**config.mk**
```make
export PLATFORM = sky130hd
export DESIGN_NAME = stream_alu_top
export DESIGN_NICKNAME = d
export VERILOG_FILES = /design/src/stream_alu_pkg.sv /design/src/flow_if.sv /design/src/stream_alu_top.sv /design/src/result_pack.sv /design/src/alu_execute.sv /design/src/cmd_decode.sv /design/src/flow_reg_bypass.sv
export VERILOG_INCLUDE_DIRS = /design/src
export SDC_FILE = /design/constraint.sdc
export NUM_CORES = 1
export LEC_CHECK = 0
export ABC_AREA = 1
export ABC_CLOCK_PERIOD_IN_PS = 5500
export CAP_MARGIN = 20
export CORE_MARGIN = 4
export CORE_UTILIZATION = 60
export CTS_CLUSTER_DIAMETER = 100
export CTS_CLUSTER_SIZE = 20
export DETAILED_ROUTE_END_ITERATION = 8
export DONT_BUFFER_PORTS = 1
export GPL_TIMING_DRIVEN = 1
export PLACE_DENSITY_LB_ADDON = 0.1
export SYNTH_ARGS = -nofsm -noshare
export SYNTH_HDL_FRONTEND = slang
export SYNTH_SLANG_ARGS = --single-unit
```
**constraint.sdc**
```tcl
create_clock -name clk -period 5.5 [get_ports clk]
set_input_delay 0.55 -clock clk [delete_from_list [all_inputs] [get_ports clk]]
set_output_delay 0.55 -clock clk [all_outputs]
set_load 0.005 [all_outputs]
```
**src/stream_alu_cfg.svh**
```systemverilog
// Stream ALU configuration with the operand, sequence and counter widths
`ifndef STREAM_ALU_CFG_SVH
`define STREAM_ALU_CFG_SVH

// ------------------------------
// Data path widths
// ------------------------------

// Width of operands a and b and of the ALU result
`define STREAM_ALU_DW 16

// Width of the sequence number attached to each result
// It wraps, so the testbench has to compare modulo this width
`define STREAM_ALU_SEQW 8

// ------------------------------
// Status widths
// ------------------------------

// Width of the illegal command counter, which saturates at all ones
`define STREAM_ALU_CNTW 8

`endif
```
**src/stream_alu_pkg.sv**
```systemverilog
// Stream ALU types for the opcodes, both command layouts and the decoded operation
`include "stream_alu_cfg.svh"

package stream_alu_pkg;

  // ------------------------------
  // Opcodes
  // ------------------------------

  // Shift amounts come from the low 4 bits of operand b
  typedef enum logic [2:0] {
    OP_ADD     = 3'd0,
    OP_SUB     = 3'd1,
    OP_AND     = 3'd2,
    OP_OR      = 3'd3,
    OP_XOR     = 3'd4,
    OP_SHL     = 3'd5,
    OP_SHR     = 3'd6,
    OP_ILLEGAL = 3'd7
  } alu_op_t;

  // ------------------------------
  // Command word layouts
  // ------------------------------

  // Register form, selected by form = 0
  // Both operands are 14 bits and get zero-extended in decode
  typedef struct packed {
    logic        form;
    alu_op_t     op;
    logic [13:0] a;
    logic [13:0] b;
  } reg_form_t;

  // Immediate form, selected by form = 1
  // Operand b is imm shifted left by shamt, cut to the data width
  typedef struct packed {
    logic        form;
    alu_op_t     op;
    logic [13:0] a;
    logic [3:0]  shamt;
    logic [9:0]  imm;
  } imm_form_t;

  // One 32-bit word read in either layout
  // The form bit and op field line up in both, so either view can select
  typedef union packed {
    reg_form_t r;
    imm_form_t i;
  } cmd_word_u;

  // ------------------------------
  // Decoded operation
  // ------------------------------

  // Operands are already at full width here, 35 bits in total
  typedef struct packed {
    alu_op_t                  op;
    logic [`STREAM_ALU_DW-1:0] a;
    logic [`STREAM_ALU_DW-1:0] b;
  } dec_op_t;

endpackage

```
**src/flow_if.sv**
```systemverilog
// Ready-valid link carrying a payload and an illegal flag between pipeline stages
`timescale 1ns/100ps

interface flow_if #(
  parameter int WIDTH = 8
);

  // Handshake pair, a transfer happens when both are high on a rising edge
  logic             valid;
  logic             ready;

  // Payload and illegal flag travel together with valid
  // They must hold steady while valid is high and ready is low
  logic [WIDTH-1:0] data;
  logic             err;

  // ------------------------------
  // Views of the link
  // ------------------------------

  // Sender side drives valid, data and err
  modport push (
    output valid,
    output data,
    output err,
    input  ready
  );

  // Receiver side drives ready only
  modport pop (
    input  valid,
    input  data,
    input  err,
    output ready
  );

endinterface

```
**src/stream_alu_top.sv**
```systemverilog
// Streaming command processor top with decode, execute and result stages
`timescale 1ns/100ps
`include "stream_alu_cfg.svh"

module stream_alu_top (
  input  logic                                          clk,
  input  logic                                          arst_n,
  // Command input
  input  logic                                          cmd_valid,
  output logic                                          cmd_ready,
  input  logic [$bits(stream_alu_pkg::cmd_word_u)-1:0] cmd_data,
  // Result output
  output logic                                          res_valid,
  input  logic                                          res_ready,
  output logic [`STREAM_ALU_DW-1:0]                     res_data,
  output logic [`STREAM_ALU_SEQW-1:0]                   res_seq,
  output logic                                          res_err,
  output logic [`STREAM_ALU_CNTW-1:0]                   illegal_count
);

  import stream_alu_pkg::*;

  // ------------------------------
  // Stage links
  // ------------------------------

  // Decoded operation from the decode buffer into execute
  flow_if #(.WIDTH($bits(dec_op_t))) dec_link ();

  // Raw ALU result from execute into the result stage
  flow_if #(.WIDTH(`STREAM_ALU_DW)) res_link ();

  // ------------------------------
  // Stages
  // ------------------------------

  // Decode is combinational with one parked entry under backpressure
  cmd_decode u_cmd_decode (
    .clk       (clk),
    .arst_n    (arst_n),
    .cmd_valid (cmd_valid),
    .cmd_data  (cmd_data),
    .cmd_ready (cmd_ready),
    .dec       (dec_link.push)
  );

  // This register sets the one-cycle command to result latency
  alu_execute u_alu_execute (
    .clk     (clk),
    .arst_n  (arst_n),
    .op_in   (dec_link.pop),
    .res_out (res_link.push)
  );

  result_pack u_result_pack (
    .clk           (clk),
    .arst_n        (arst_n),
    .res_in        (res_link.pop),
    .res_ready     (res_ready),
    .res_valid     (res_valid),
    .res_data      (res_data),
    .res_seq       (res_seq),
    .res_err       (res_err),
    .illegal_count (illegal_count)
  );

endmodule

```
**src/result_pack.sv**
```systemverilog
// Result stage that numbers each result and keeps a saturating illegal count
`timescale 1ns/100ps
`include "stream_alu_cfg.svh"

module result_pack (
  input  logic                        clk,
  input  logic                        arst_n,
  flow_if.pop                         res_in,
  input  logic                        res_ready,
  output logic                        res_valid,
  output logic [`STREAM_ALU_DW-1:0]   res_data,
  output logic [`STREAM_ALU_SEQW-1:0] res_seq,
  output logic                        res_err,
  output logic [`STREAM_ALU_CNTW-1:0] illegal_count
);

  logic xfer;

  // ------------------------------
  // Pass-through data path
  // ------------------------------

  assign res_in.ready = res_ready;
  assign res_valid    = res_in.valid;
  assign res_data     = res_in.data;
  assign res_err      = res_in.err;

  assign xfer = res_in.valid && res_ready;

  // ------------------------------
  // Sequence and illegal counter
  // ------------------------------

  // Sequence number labels the result on the port and moves on after it leaves
  always_ff @(posedge clk or negedge arst_n) begin
    if (!arst_n) begin
      res_seq       <= '0;
      illegal_count <= '0;
    end else if (xfer) begin
      res_seq <= res_seq + 1'b1;
      // Stick at all ones instead of wrapping
      if (res_in.err && illegal_count != '1) begin
        illegal_count <= illegal_count + 1'b1;
      end
    end
  end

  // Counter is monotonic between resets
  count_monotonic_a: assert property (@(posedge clk) disable iff (!arst_n)
    illegal_count >= $past(illegal_count));

endmodule

```
**src/alu_execute.sv**
```systemverilog
// ALU execute stage with a single registered result slot and ready-valid handshake
`timescale 1ns/100ps
`include "stream_alu_cfg.svh"

module alu_execute (
  input  logic clk,
  input  logic arst_n,
  flow_if.pop  op_in,
  flow_if.push res_out
);

  import stream_alu_pkg::*;

  localparam int DW = `STREAM_ALU_DW;

  dec_op_t       op_d;
  logic [DW-1:0] alu_res;
  logic          accept;
  logic          out_valid;
  logic [DW-1:0] res_q;
  logic          err_q;

  assign op_d = op_in.data;

  // ------------------------------
  // Combinational ALU
  // ------------------------------

  always_comb begin
    case (op_d.op)
      OP_ADD:  alu_res = op_d.a + op_d.b;
      OP_SUB:  alu_res = op_d.a - op_d.b;
      OP_AND:  alu_res = op_d.a & op_d.b;
      OP_OR:   alu_res = op_d.a | op_d.b;
      OP_XOR:  alu_res = op_d.a ^ op_d.b;
      OP_SHL:  alu_res = op_d.a << op_d.b[3:0];
      OP_SHR:  alu_res = op_d.a >> op_d.b[3:0];
      default: alu_res = '0;
    endcase
    // Illegal commands always report a zero result
    if (op_in.err) begin
      alu_res = '0;
    end
  end

  // ------------------------------
  // Result register
  // ------------------------------

  // Slot frees up in the same cycle it is drained, giving full throughput
  assign op_in.ready = !out_valid || res_out.ready;
  assign accept      = op_in.valid && op_in.ready;

  always_ff @(posedge clk or negedge arst_n) begin
    if (!arst_n) begin
      out_valid <= 1'b0;
    end else if (op_in.ready) begin
      out_valid <= op_in.valid;
    end
  end

  always_ff @(posedge clk) begin
    if (accept) begin
      res_q <= alu_res;
      err_q <= op_in.err;
    end
  end

  assign res_out.valid = out_valid;
  assign res_out.data  = res_q;
  assign res_out.err   = err_q;

  // A stalled result must not change until result_pack takes it
  out_stable_a: assert property (@(posedge clk) disable iff (!arst_n)
    res_out.valid && !res_out.ready |=>
      res_out.valid && $stable(res_out.data) && $stable(res_out.err));

endmodule

```
**src/cmd_decode.sv**
```systemverilog
// Command decode stage that splits the command word into opcode and operands
`timescale 1ns/100ps
`include "stream_alu_cfg.svh"

module cmd_decode (
  input  logic                  clk,
  input  logic                  arst_n,
  input  logic                  cmd_valid,
  input  stream_alu_pkg::cmd_word_u cmd_data,
  output logic                  cmd_ready,
  flow_if.push                  dec
);

  import stream_alu_pkg::*;

  localparam int DW = `STREAM_ALU_DW;

  dec_op_t         dec_op;
  logic [DW-1:0]   imm_ext;

  // Decoded operation before the bypass buffer
  flow_if #(.WIDTH($bits(dec_op_t))) raw_if ();

  // ------------------------------
  // Field extraction
  // ------------------------------

  // Immediate widened first so the shift keeps the bits that spill past 10
  assign imm_ext = DW'(cmd_data.i.imm);

  always_comb begin
    // Op and a sit in the same place in both readings
    dec_op.op = cmd_data.r.op;
    dec_op.a  = DW'(cmd_data.r.a);
    if (cmd_data.r.form) begin
      // Immediate reading of the word
      dec_op.b = imm_ext << cmd_data.i.shamt;
    end else begin
      // Register reading of the word
      dec_op.b = DW'(cmd_data.r.b);
    end
  end

  // ------------------------------
  // Hand-off to the buffer
  // ------------------------------

  // Decode adds no latency, the handshake goes straight through
  assign raw_if.valid = cmd_valid;
  assign raw_if.data  = dec_op;
  assign raw_if.err   = (dec_op.op == OP_ILLEGAL);
  assign cmd_ready    = raw_if.ready;

  // Absorbs one command while execute is stalled
  flow_reg_bypass #(
    .WIDTH($bits(dec_op_t))
  ) u_dec_buf (
    .clk    (clk),
    .arst_n (arst_n),
    .push   (raw_if.pop),
    .pop    (dec)
  );

  // The form bit picks the layout, so an unknown there poisons everything downstream
  form_known_a: assert property (@(posedge clk) disable iff (!arst_n)
    cmd_valid |-> !$isunknown(cmd_data.r.form));

endmodule

```
**src/flow_reg_bypass.sv**
```systemverilog
// Bypass flow register acting as a 1-entry FIFO with zero cut-through and backpressure delay
`timescale 1ns/100ps

module flow_reg_bypass #(
  parameter int WIDTH = 1
) (
  input logic  clk,
  input logic  arst_n,
  flow_if.pop  push,
  flow_if.push pop
);

  logic             pushed;
  logic             buf_push;
  logic             buf_pop;
  logic             buf_valid;
  logic             buf_valid_next;
  logic [WIDTH-1:0] buf_data;
  logic             buf_err;

  // ------------------------------
  // Buffer control
  // ------------------------------

  assign pushed = push.valid && push.ready;

  // An item lands in the skid buffer when the output stalls while empty
  // It also lands there when the buffer is full and draining, keeping order
  assign buf_push = pushed && (!pop.ready || buf_valid);
  assign buf_pop  = pop.ready && buf_valid;

  assign buf_valid_next = buf_push || (buf_valid && !buf_pop);

  always_ff @(posedge clk or negedge arst_n) begin
    if (!arst_n) begin
      buf_valid <= 1'b0;
    end else begin
      buf_valid <= buf_valid_next;
    end
  end

  // Payload of the parked entry
  always_ff @(posedge clk) begin
    if (buf_push) begin
      buf_data <= push.data;
      buf_err  <= push.err;
    end
  end

  // ------------------------------
  // Output muxing
  // ------------------------------

  // Ready comes straight from downstream unless an entry is parked
  assign push.ready = pop.ready || !buf_valid;

  // A parked entry always goes out before the live input
  assign pop.valid  = push.valid || buf_valid;
  assign pop.data   = buf_valid ? buf_data : push.data;
  assign pop.err    = buf_valid ? buf_err : push.err;

  // ------------------------------
  // Checks
  // ------------------------------

  // Must take a push on the first edge after reset is released
  ready_out_of_reset_a: assert property (@(posedge clk) $rose(arst_n) |-> push.ready);

  // An item offered to an empty register with downstream ready goes straight out
  valid_zero_delay_a: assert property (@(posedge clk) disable iff (!arst_n)
    push.valid && pop.ready && !buf_valid |=> !buf_valid);

  // With downstream ready and nothing arriving the buffer empties in that same cycle
  ready_zero_delay_a: assert property (@(posedge clk) disable iff (!arst_n)
    pop.ready && !push.valid |=> !buf_valid);

  // A parked item is what comes out on the next cycle
  buf_drives_output_a: assert property (@(posedge clk) disable iff (!arst_n)
    buf_push |=> pop.valid && pop.data == $past(push.data) && pop.err == $past(push.err));

endmodule

```
# Word level (Yosys, flattened, before mapping)
# Index checks and enable logic that the tools add are counted.
[totals]
ff_bits = 69
out_inout_bits = 35
wordCells = 48
[op_classes]
add_sub_neg = 4
n_eq_ne = 8
n_shift = 3
muxes = 4
bitwise = 3
n_reduce_logical = 18
[op_table]
columns = ["op", "count"]
rows = [
  ["$pmux 16 s7", 1],
  ["$mux 35", 1],
  ["$add 16x16->16", 1],
  ["$add 8x1->8 const B", 2],
  ["$and 16x16->16", 1],
  ["$mux 16", 1],
  ["$or 16x16->16", 1],
  ["$shl 10x4->16", 1],
  ["$shl 16x4->16", 1],
  ["$shr 16x4->16", 1],
  ["$sub 16x16->16", 1],
  ["$xor 16x16->16", 1],
  ["$eq 3x3->1 const B", 4],
  ["$ne 8x8->1 const B", 1],
  ["$logic_and 1x1->1", 7],
  ["$eq 3x2->1 const B", 2],
  ["$logic_or 1x1->1", 5],
  ["$logic_not 1->1", 4],
  ["$eq 3x1->1 const B", 1],
  ["$logic_not 3->1", 1],
  ["$reduce_and 2->1", 1],
  ["$mux 1", 1],
]

# Logic depth before layout (Yosys ltp)
# Gate-level depths: netlist of run 1.
[depth]
depth_word = 6
ltp_mapped = 28
depth_no_buf = 26

# Hierarchy
# Synthesis of run 1 repeated with hierarchy kept, for this count alone.
[unflattened]
cells_unflattened = 1136
hier_area_um2 = 7450.9
[modules_own_cells]
columns = ["module", "instances", "cells_each", "area_each_um2", "seq_area_each_um2"]
rows = [
  ["alu_execute", 1, 698, 4040.1, 535.5],
  ["flow_reg_bypass", 1, 161, 1626.6, 1106.1],
  ["result_pack", 1, 129, 1041.0, 400.4],
  ["cmd_decode", 1, 148, 743.2, 0.0],
]

# Least setup slack after synthesis of run 1
# No wires, ideal clock.
[synth_timing]
path_kind = "in2reg"
from = "input cmd_data[10] in the netlist's numbering"
to = "register u_alu_execute.res_q[11] (netlist: u_alu_execute.res_out.data[11]), data pin"
t_arrival_ns = 3.604
path_slack_ns = 1.647
cell_stages = 25
path_buffers = 3
path_cell_list = "inv_2 buf_6 nand2_2 nand2_2 nand4_1 nand3_1 nand2_1 buf_6 buf_2 ha_1 or2_2 xor2_1 ha_1 a21oi_1 nand2_1 nand2_1 nand2_1 a21oi_1 o21ai_0 a21boi_0 o21ai_0 o21ai_0 nand4_1 nand2_1 inv_1"
[synth_between]
elab_chain_len = 5
elab_cells_between_ends = 11
[synth_lines]
columns = ["element", "line_no", "source"]
rows = [
  ["start: declaration", "stream_alu_top.sv:11", "input logic [$bits(stream_alu_pkg::cmd_word_u)-1:0] cmd_data,"],
  ["$shl 10x4->16", "cmd_decode.sv:37", "dec_op.b = imm_ext << cmd_data.i.shamt;"],
  ["$mux 16 (*)", "cmd_decode.sv:35", "if (cmd_data.r.form) begin"],
  ["$mux 35 (*)", "flow_reg_bypass.sv:59", "assign pop.data = buf_valid ? buf_data : push.data;"],
  ["$sub 16x16->16, or another cell as far along", "alu_execute.sv:32", "OP_SUB: alu_res = op_d.a - op_d.b;"],
  ["$pmux 16 s7 (*)", "alu_execute.sv:30", "case (op_d.op)"],
  ["end signal: assignment", "alu_execute.sv:64", "res_q <= alu_res;"],
  ["end: declaration", "alu_execute.sv:20", "logic [DW-1:0] res_q;"],
]
# Mark *: on every way between the ends. The rest lies on a longest branch, timed or not.
# A chain may end at the register's enable or synchronous reset.

# Worst setup path in the final report of run 1
[layout_timing]
from = "register u_cmd_decode.u_dec_buf.buf_valid"
to = "register u_alu_execute.res_q[11] (netlist: u_alu_execute.res_out.data[11]), data pin"
[layout_between]
elab_chain_len = 3
elab_cells_between_ends = 17
[layout_lines]
columns = ["element", "line_no", "source"]
rows = [
  ["start: declaration", "flow_reg_bypass.sv:16", "logic buf_valid;"],
  ["start signal: assignment", "flow_reg_bypass.sv:38", "buf_valid <= buf_valid_next;"],
  ["$mux 35", "flow_reg_bypass.sv:59", ""],
  ["$sub 16x16->16, or another cell as far along", "alu_execute.sv:32", ""],
  ["$pmux 16 s7", "alu_execute.sv:30", ""],
]
# Several ways; a longest one is shown, not always the timed one.

==> results.md, run 1 <==
- Peak Freq: 224.0 MHz
- Synth-to-Final Area Change: 3.239%
- Vias in the first global route: 6198
- Synthesized area per cell: about 7.3 um^2
- Hold_buf cts: 1
- Initial antenna violation count: 0
- Via count: around 6500
- Most common cell after layout, fill and taps aside: nand2_1
- Internal: between 1000 and 1500 uW
- Share of layout cells above drive strength 1: 0.1396
- Critical path type: flip-flop to flip-flop
- Max Slew Vio Count: 0
- Setup violators final: 0
- Syn_nets: 1002
- Die width: 113.8 um
- Fill count: between 900 and 1000
- HPWL Detailed: around 16000 um
- Clock Tree Buf Depth: 2
- Worst hold path class: input pin to flip-flop
- Clock skew: around 14 ps
- Tcrit/Tclk final: 0.8116
- Mux contribution to synthesized area: 0.001489
- Seq cells post-synth: just under 70
- Clock tree from TritonCTS: yes
- Net switching power: approximately 1100 uW
- Largest family of logic cells by synthesized area: simple AND/OR/NAND/NOR gates
- Final hold viol count: 0
- Main synth FF type: edfxtp_1
- Std cell rows: 38
- Number of flops mapped to enable cells by yosys: between 50 and 60
- Htree depth: 3
- Initial drt markers: 764
- Required time of the critical path: about 5700 ps
- Drt total wl: 20770 um
- Busiest grt layer: met2
- Synthesis Warnings: 0
- Routed len/inst: 19.78 um
- CTS Buf Count: 9
- Sequential area share after synthesis: 0.2949
- Clock Sinks: ~70
- Core Region: roughly 11000 um^2
- Max Cap Violations: 0
- First-pass GRT wire length: approximately 33000 um
- Final hold slack: about 260 ps
- Root buf cell: clkbuf_8
- Post-Synth Adder-Cell Area: 0.08861
- Vias per cell: just over 6
- Clk slew on worst S/H paths: approximately 100 ps
- TNS Setup: 0 ps
- Xor-xnor portion of the synthesized cell area: 0.03388
- Switch share: 0.4788
- Worst setup EP type: flip-flop
- Reg area: approximately 2000 um^2
- Tightest Pin Transition: between 800 and 900 ps
- Post-synthesis compound-gate area fraction: 0.1612
- Total GRT Usage: 0.3283
- Clock share of power: 0.177
- Most frequent cells in the layout: nand2_1, nand3_1, inv_1
- GR Overflow Total: 0
- Multi-input gate area: 4143 um^2
- Layout Utilization: 0.6373
- Routed Antenna Nets: 0
- Asr flop ratio synth: 0.2609
- First drt pass iteration count: 7
- Met3 Usage GRT: 0.06844
- Die ar.: 12960 um^2
- Slew margin rel.: 0.4354
- # port buffers: 0
- Starting density of the core: 0.6173
- Met1 usage: 0.4381
- Layout Nets: 988
- I/O pin count: 71
- Clock Latency Late Sink: about 380 ps
- Max rail drop VDD: ~200 uV
- Postcts setup bufs: 0
- Mapped cell area: just under 7000 um^2
- PwrDens: 342.7 nW/um^2
- Met2 GRT Util: 0.5194
- Post-synthesis cell count: slightly above 900
- Sequential share of power: 0.315
- Post-route DRC: 0
- Unique cell type count in the Yosys netlist: 55
- Combinational Power Share: 0.508
- Largest net degree at the start of global routing: 53
- Post-cts gate resize count: 0
- Unrepaired setup endpoints after global routing: false
- Crit-path max FO: 25
- Antenna diode count: 0
- Post-synthesis simple-gate area fraction: 0.3302
- Arrival time of the worst setup path: roughly 4600 ps
- Critical Path Start Type: flip-flop
- Status: finished clean
- Die height: about 110 um
- Final GP Congestion: 1.050
- Pleak: approximately 0.0032 uW
- Final min period: around 4500 ps
metrics by stage:
stage | worst slack [ps] | area (um^2) | instances | total power, uW
6_report | 1036 | 6939 | 1050 | 2378
4_1_cts | 1147 | 6913 | 1048 | 2348
3_5_place_dp | 1080 | 6718 | 1031 | 1926
2_1_floorplan | 1647 | 6721 | 919 | 1640
3_3_place_gp | 1098 | 6710 | 1030 | 1900
5_1_grt | 667.2 | 6939 | 1050 | 2550
worst max-delay path, stage by stage (launching register included):
cell,delay (ps)
dfrtp_1,390
buf_4,370
nor2_1,120
a21oi_1,170
inv_2,110
nor2_8,230
inv_4,130
nor2_8,180
or2_2,150
xor2_1,160
ha_1,290
a21oi_1,140
nand2_1,80
nand2_1,110
nand2_1,60
a21oi_1,290
o21ai_0,200
a21boi_0,270
o21ai_0,150
o21ai_0,310
nand4_1,170
nand2_1,90
inv_1,40
power by group through the flow:
stage | clock network (uW) | logic [uW] | registers (uW)
4_1_cts | 424 | 1170 | 751
3_5_place_dp | 0 | 1160 | 763
3_3_place_gp | 0 | 1140 | 760
6_report | 421 | 1210 | 749
5_1_grt | 444 | 1340 | 761
2_1_floorplan | 0 | 898 | 741
final timing paths:
kind | cells past startpoint | slack, ps | startpoint | endpoint
worst max register to register | 22 | 1040 | u_cmd_decode.u_dec_buf.buf_valid | u_alu_execute.res_out.data[11]
min in group asynchronous | 1 | 690 | arst_n | u_result_pack.res_seq[4]
worst max-delay path | 22 | 1040 | u_cmd_decode.u_dec_buf.buf_valid | u_alu_execute.res_out.data[11]
worst min-delay path | 0 | 260 | cmd_data[19] | u_cmd_decode.u_dec_buf.buf_data[21]
worst min register to register | 1 | 520 | u_result_pack.res_seq[7] | u_result_pack.res_seq[7]
max in group asynchronous | 1 | 4310 | arst_n | u_result_pack.illegal_count[2]
routing by layer:
metal	vias up	routed length, um
met5	-	0
met3	64	2119
li1	3083	-
met2	365	9369
met1	3036	8520
met4	0	756
cell families (layout without fill, tap and decap cells):
kind of cell,Yosys count,in the layout
and+or+nand+nor,473,473
muxes,1,1
adders and majority gates,47,47
AOI/OAI and AO/OA,175,175
DFF,69,69
xor gates and xnor gates,26,26
buffers and inverters,128,119
state kept, by name, indices dropped and copies added (netlist names):
name,cells
u_cmd_decode.u_dec_buf.buf_valid,1
u_result_pack.res_seq,8
u_alu_execute.res_out.data,16
u_alu_execute.res_out.err,1
u_cmd_decode.u_dec_buf.buf_err,1
u_result_pack.illegal_count,8
u_alu_execute.res_out.valid,1
u_cmd_decode.u_dec_buf.buf_data,33
synth_stat cells, types with 18 or more instances:
library cell    n  share of area
nand2_1       247           0.14
nand3_1        75          0.056
inv_1          73          0.041
nor2_1         55          0.031
edfxtp_1       51           0.23
a21oi_1        47          0.035
ha_1           46          0.086
o21ai_0        38          0.028
o21ai_1        30          0.022
or2_2          25          0.023
nand2_2        19          0.018
dfrtp_1        18          0.067
final cells by class:
cell class | count | share of cell area
clock buffers | 9 | 0.01785
clock inverters | 7 | 0.008835
inverters | 92 | 0.05157
multi-input cells | 722 | 0.5970
flip-flops and latches | 69 | 0.2856
well taps | 140 | 0.02524
repair buffers | 11 | 0.01388
(Power assumes the default switching activity.)
==> run 2: changes to the inputs <==
--- a/config.mk
+++ b/config.mk
@@ -6,11 +6,11 @@
 export SDC_FILE = /design/constraint.sdc
 export NUM_CORES = 1
 export LEC_CHECK = 0
-export ABC_AREA = 1
-export ABC_CLOCK_PERIOD_IN_PS = 5500
+export ABC_AREA = 0
+export ABC_CLOCK_PERIOD_IN_PS = 4000
 export CAP_MARGIN = 20
 export CORE_MARGIN = 4
-export CORE_UTILIZATION = 60
+export CORE_UTILIZATION = 59
 export CTS_CLUSTER_DIAMETER = 100
 export CTS_CLUSTER_SIZE = 20
 export DETAILED_ROUTE_END_ITERATION = 8
==> constraint.sdc (replaced) <==
create_clock -name clk -period 4 [get_ports clk]
set_input_delay 0.4 -clock clk [delete_from_list [all_inputs] [get_ports clk]]
set_output_delay 0.4 -clock clk [all_outputs]
set_load 0.005 [all_outputs]
==> run 2 against run 1 <==
Effect of this change: register-to-register slack worse by 980 ps; highest routed layer unchanged; worst setup slack worse by 980 ps; utilization up 6.0 points; combinational power up 60%; critical endpoint is now u_alu_execute.res_out.data[15].
==> results.md, run 2 <==
- Die height: between 100 and 150 um
- Post-route DRC: 0
- Max rail drop VDD: approximately 300 uV
- Slowest library cell on the worst path: dfrtp_2
- R2R Path Start: u_cmd_decode.u_dec_buf.buf_valid
- Critical path, cell by cell: nor4b_4 > a222oi_1 > buf_4 > o211ai_1 > a2111oi_4 > nor2_1 > xnor2_1 > ha_1 > or2_4 > a21oi_4 > a311oi_2 > o211ai_1 > nand3b_1 > a41oi_2 > nand2b_1 > and3_1 > o32ai_2
- Final GP Congestion: 0.9674
- Clock tree from TritonCTS: yes
- Combinational Power Share: 0.541
- Net switching power: between 1500 and 2000 uW
- Mux contribution to synthesized area: 0.1045
- Total GRT Usage: 0.3349
- CTS Buf Count: 9
- Layout Nets: roughly 900
- Crit path top cell by count: o211ai_1
- Die ar.: approximately 13000 um^2
- Unrepaired setup endpoints after global routing: true
- CP peak stage delay: 490 ps
- Synth cell count leaders: nor2_1, a21oi_1, o21ai_0, nand2_1, edfxtp_1
- Arrival time of the worst setup path: 4160 ps
- Met1 wire length: 8729 um
- Fill count: 850
- Initial antenna violation count: 0
- Worst hold path stage count: 0
- Clock Tree Buf Depth: 2
- Required time of the critical path: 4210 ps
- Power, Total: around 3600 uW
- PwrDens: between 400 and 500 nW/um^2
- GR Overflow Total: 0
- Antenna diode count: 0
- End of the worst register-to-register path: u_alu_execute.res_out.data[15]
- Syn_nets: about 840
- Initial drt markers: between 900 and 1000
- Most common cell in the netlist: nor2_1
- Final min period: a little under 4000 ps
- Pre-CTS setup slack: -320.2 ps
- Post-synthesis cell type with the largest combined area: edfxtp_1
- Post-synthesis cell count: about 760
- Sequential share of power: 0.292
- Die width: ~110 um
- Crit path buf inv count: 1
- Slew margin rel.: 0.3889
- Worst setup EP type: flip-flop
- Post-synthesis compound-gate area fraction: 0.2490
- Main synth FF type: edfxtp_1
- Clk slew on worst S/H paths: roughly 100 ps
- Critical path type: flip-flop to flip-flop
- Clock share of power: 0.168
- Sequential area share after synthesis: 0.3004
- Setup violators final: 0
- Vias per cell: 6.856
- Critical Path Start Type: flip-flop
- Routed len/inst: 22.96 um
- Clock Latency Late Sink: 380 ps
- First drt pass iteration count: 6
- Tightest Pin Transition: a little over 900 ps
- Pleak: roughly 0.003 uW
- Asr flop ratio synth: 0.2609
- Final instance area: roughly 7600 um^2
- First-pass GRT wire length: roughly 34000 um
- Max FFs per register: 33
- Top routing layer used: met4
- Internal: between 1500 and 2000 uW
- Reg2reg path depth: 17
- Most flop-heavy register: u_cmd_decode.u_dec_buf.buf_data
- Crit-path max FO: 7
- Flop2flop setup slack: ~52 ps
- Via count: around 6500
- Core Region: roughly 11000 um^2
- Synthesized area per cell: approximately 8.7 um^2
- Mapped cell area: ~6600 um^2
- Clock Sinks: 69
- Status: finished clean
- Root buf cell: clkbuf_8
- Tcrit/Tclk final: 0.9870
- Htree depth: 3
- Starting density of the core: 0.6060
- Synth top area share: 0.2321
- Hold path startpoint: cmd_data[19]
- Placed instance area: 7203 um^2
- Clock skew: 17.15 ps
- I/O pin count: just over 70
- Max Cap Violations: 0
- Most common cell after layout, fill and taps aside: buf_4
- Synthesis Warnings: 0
- Final Worst Setup Slack: 52.17 ps
- Drt total wl: between 20000 and 25000 um
- Reg area: 1983 um^2
- Most frequent cells in the layout: buf_4, nor2_1, o21ai_0
- Final hold viol count: 0
- Routed Antenna Nets: 0
- Multi-input gate area: about 4500 um^2
- Share of layout cells above drive strength 1: 0.2027
- Met2 WL post-DR: between 10000 and 15000 um
- Unique cell type count in the Yosys netlist: 73
- Largest net degree at the start of global routing: 37
- Top Family by Delay on Critical Path: compound AO/OA/AOI/OAI gates
- Switch share: 0.4408
- End of the worst hold path: u_cmd_decode.u_dec_buf.buf_data[21]
- Std cell rows: 38
- Peak Freq: between 200 and 300 MHz
- Synth-to-Final Area Change: 15.02%
- Final hold slack: between 100 and 150 ps
- Vias in the first global route: between 6000 and 7000
- HPWL Detailed: 16400 um
- Number of flops mapped to enable cells by yosys: a little over 50
- Seq cells post-synth: slightly below 70
- Largest cells by area after synthesis: edfxtp_1, ha_1, dfrtp_1
- # port buffers: 0
- Met3 wire length: about 2200 um
- Post-synthesis simple-gate area fraction: 0.1510
- Xor-xnor portion of the synthesized cell area: 0.05177
- Post-Synth Adder-Cell Area: 0.09179
- Largest family of logic cells by synthesized area: compound AO/OA/AOI/OAI gates
- Max Slew Vio Count: 0
- Worst hold path class: input pin to flip-flop
run 2: through the flow:
stage	util	cells	TNS, ps
floorplan	-	756	-1227
global placement	0.6616	925	-680.9
detailed placement	0.6616	925	-1183
CTS	0.6818	944	0
global route	0.6970	949	-428.2
finish	0.6970	949	0
run 2: worst reg2reg max path: cells and delay by family, from the launching register on:
| kind | cells | cell delay, ps |
|---|---|---|
| xor gates and xnor gates | 1 | 140 |
| DFF | 1 | 490 |
| AOI/OAI and AO/OA | 8 | 1700 |
| adders and majority gates | 1 | 320 |
| buffers and inverters | 1 | 180 |
| and+or+nand+nor | 6 | 930 |
run 2: how the worst max path moves through the flow:
stage	start	endpoint	slack, ps	depth (start not counted)
3_3_place_gp	cmd_data[10]	u_alu_execute.res_out.data[13]	-230	16
3_5_place_dp	cmd_data[10]	u_alu_execute.res_out.data[15]	-320	16
4_1_cts	u_cmd_decode.u_dec_buf.buf_valid	u_alu_execute.res_out.data[15]	30	16
5_1_grt	u_cmd_decode.u_dec_buf.buf_valid	u_alu_execute.res_out.data[15]	-150	17
6_report	u_cmd_decode.u_dec_buf.buf_valid	u_alu_execute.res_out.data[15]	50	17
2_1_floorplan	cmd_data[12]	u_alu_execute.res_out.data[13]	-380	21
run 2: cells by family after synthesis:
| group | Yosys count |
|---|---|
| adder cells (fa/ha/maj) | 48 |
| buffers and inverters | 86 |
| multiplexers | 59 |
| AND/OR/NAND/NOR | 209 |
| AO/OA/AOI/OAI | 246 |
| XOR/XNOR | 39 |
| flip-flops | 69 |
run 2: final cells by class:
cell class	instances	area share
well taps	140	0.02308
clock inverters	7	0.009398
inverters	44	0.02176
repair buffers	79	0.07947
clock buffers	9	0.01632
flip-flops and latches	69	0.2613
multi-input cells	601	0.5886
run 2: layer usage:
metal  global-route usage  vias up
met1               0.4529     3105
met3              0.06048       57
li1                     -     2928
met2               0.5367      416
met5                    0        -
met4               0.1266        0
run 2: what timing repair did:
item	in CTS	in global routing
hold buffers	1	0
gates cloned	0	0
buffers inserted	2	6
gates resized for setup	0	27
pin swaps	1	20
hold endpoints to repair	18	0
setup endpoints to repair	2	5
run 2: power by group through the flow:
stage | Clock (uW) | Sequential [uW] | Combinational [uW]
final | 599 | 1040 | 1930
after global routing | 633 | 1060 | 2080
after CTS | 602 | 1040 | 1800
after detailed placement | 0 | 1060 | 1780
after global placement | 0 | 1050 | 1720
after floorplan | 0 | 1020 | 1250
==> run 3: changes to the inputs <==
--- a/config.mk
+++ b/config.mk
@@ -16,6 +16,7 @@
 export DETAILED_ROUTE_END_ITERATION = 8
 export DONT_BUFFER_PORTS = 1
 export GPL_TIMING_DRIVEN = 1
+export MAX_ROUTING_LAYER = met4
 export PLACE_DENSITY_LB_ADDON = 0.1
 export SYNTH_ARGS = -nofsm -noshare
 export SYNTH_HDL_FRONTEND = slang
==> run 3 against run 2 <==
Effect of this change: the flow now finishes with violations (setup timing); maximum frequency fell by 2.5%; clock skew decreased by 1.5 ps; wire length is 3.4% higher; via count grew 2.0%; power rose by 2.8%; critical endpoint unchanged; highest routed layer unchanged.
==> results.md, run 3 (synthesized netlist as in run 2, its figures left out) <==
- Final min period: ~4000 ps
- Drt total wl: 22530 um
- Worst setup EP type: flip-flop
- Vias in the first global route: ~6400
- Routed Antenna Nets: 0
- Clock tree from TritonCTS: yes
- Crit path buf inv count: 4
- # port buffers: 0
- Die width: 113.7 um
- Pleak: between 0.003 and 0.004 uW
- Starting density of the core: 0.6060
- Routed len/inst: about 23 um
- Clk slew on worst S/H paths: about 90 ps
- HPWL Detailed: 16610 um
- Flop2flop setup slack: -50 ps
- Peak Freq: about 250 MHz
- I/O pin count: between 70 and 80
- Critical Path Start Type: flip-flop
- First drt pass iteration count: 8
- Final Worst Setup Slack: -49.95 ps
- Final GP Congestion: 0.9988
- Root buf cell: clkbuf_8
- Arrival time of the worst setup path: 4240 ps
- Vias per cell: 6.841
- Hold path startpoint: cmd_data[30]
- Reg2reg path depth: 18
- Pre-CTS setup slack: -337.6 ps
- Clock Tree Buf Depth: 2
- Total GRT Usage: 0.3582
- Slew margin rel.: 0.4464
- Core Region: 10890 um^2
- Number of placed instances, taps included: approximately 930
- Tcrit/Tclk final: 1.012
- GR Overflow Total: 0
- Tightest Pin Transition: 827.6 ps
- Htree depth: 3
- Placed instance area: 7283 um^2
- Initial drt markers: 821
- R2R Path Start: u_cmd_decode.u_dec_buf.buf_valid
- Clock Sinks: between 60 and 70
- Layout Nets: slightly above 900
- Layout Utilization: 0.7125
- Status: finished with violations
- Share of layout cells above drive strength 1: 0.2241
- Most frequent cells in the layout: buf_4, nor2_1, o21ai_0
- Final hold viol count: 0
- Die ar.: between 10000 and 15000 um^2
- Required time of the critical path: between 4000 and 5000 ps
- First-pass GRT wire length: 35020 um
- Max Cap Violations: 0
- Worst hold path class: input pin to flip-flop
- End of the worst register-to-register path: u_alu_execute.res_out.data[15]
- Max rail drop VDD: around 330 uV
- Final instance area: 7757 um^2
- CP peak stage delay: 440 ps
- Most flop-heavy register: u_cmd_decode.u_dec_buf.buf_data
- Worst hold path stage count: 0
- Final non-filler cell total: between 900 and 1000
- Largest net degree at the start of global routing: 37
- Initial antenna violation count: 0
- Failing checks: setup timing
- CP startpoint: u_cmd_decode.u_dec_buf.buf_valid
- Setup violators final: 1
- Crit-path max FO: 20
- Top Family by Delay on Critical Path: compound AO/OA/AOI/OAI gates
- Critical path type: flip-flop to flip-flop
- Most common cell after layout, fill and taps aside: buf_4
- CTS Buf Count: 9
- Unrepaired setup endpoints after global routing: true
- Post-route DRC: 0
- Clock skew: 15.64 ps
- Max FFs per register: 33
- Synth-to-Final Area Change: 17.58%
- Std cell rows: 38
- Max Slew Vio Count: 0
- Slowest library cell on the worst path: dfrtp_2
- Power, Total: about 3700 uW
- Die height: ~110 um
- Clock Latency Late Sink: 390 ps
- End of the worst hold path: u_cmd_decode.u_dec_buf.buf_data[34]
- Antenna diode count: 0
- PwrDens: between 400 and 500 nW/um^2
- Via count: 6636
- Critical path, cell by cell: buf_6 > nor4b_2 > a222oi_1 > buf_4 > buf_6 > and3_4 > nor2_2 > xnor2_1 > ha_1 > buf_4 > a21oi_4 > a311oi_4 > o211ai_1 > nand3b_1 > a41oi_2 > nand2b_1 > and3_4 > o32ai_2
run 3: metrics by stage:
| step | TNS, ps | hold slack [ps] |
|---|---|---|
| 5_1_grt | -304.7 | 80.08 |
| 6_report | -49.95 | 103.6 |
| 2_1_floorplan | -1227 | 104.4 |
| 3_3_place_gp | -591.6 | 104.7 |
| 4_1_cts | 0 | 88.27 |
| 3_5_place_dp | -936.9 | 104.7 |
run 3: what timing repair did:
| item | 4_1_cts | 5_1_grt |
|---|---|---|
| resized for setup | 7 | 22 |
| hold buffers | 1 | 0 |
| endpoints found under the setup margin | 2 | 6 |
| setup buffers | 11 | 8 |
| endpoints found under the hold margin | 18 | 0 |
| pin swaps | 13 | 16 |
run 3: how the worst max path moves through the flow:
stage / endpoint / slack (ps) / cells after the start
after floorplan: u_alu_execute.res_out.data[13] / -380 / 21
final: u_alu_execute.res_out.data[15] / -50 / 18
after global placement: u_alu_execute.res_out.data[13] / -190 / 16
after detailed placement: u_alu_execute.res_out.data[15] / -340 / 16
after global routing: u_alu_execute.res_out.data[15] / -140 / 17
after CTS: u_alu_execute.res_out.data[15] / 4 / 16
run 3: cell type report:
cell class              instances  area [um^2]
multi-input cells             601         4469
fillers                       792         3131
flip-flops and latches         69         1983
repair buffers                100        777.0
well taps                     140        175.2
inverters                      44        165.2
clock buffers                   9        123.9
clock inverters                 7        63.81
run 3: metal layers:
metal | track usage | up-vias | wire length, um
met2 | 0.5446 | 423 | 10500
met3 | 0.06207 | 75 | 2207
met4 | 0.1603 | 0 | 896
met5 | - | - | 0
met1 | 0.4705 | 3159 | 8932
li1 | - | 2979 | -
run 3: worst reg2reg max path: stages (launching register included):
cell,delay [ps]
dfrtp_2,440
buf_6,140
nor4b_2,280
a222oi_1,120
buf_4,170
buf_6,170
and3_4,210
nor2_2,90
xnor2_1,120
ha_1,280
buf_4,170
a21oi_4,200
a311oi_4,150
o211ai_1,320
nand3b_1,190
a41oi_2,230
nand2b_1,140
and3_4,200
o32ai_2,240
run 3: power breakdown:
part           internal (uW)  total, uW  switching (uW)
Combinational            884       2060            1170
Sequential               924       1040             117
Clock                    240        574             334
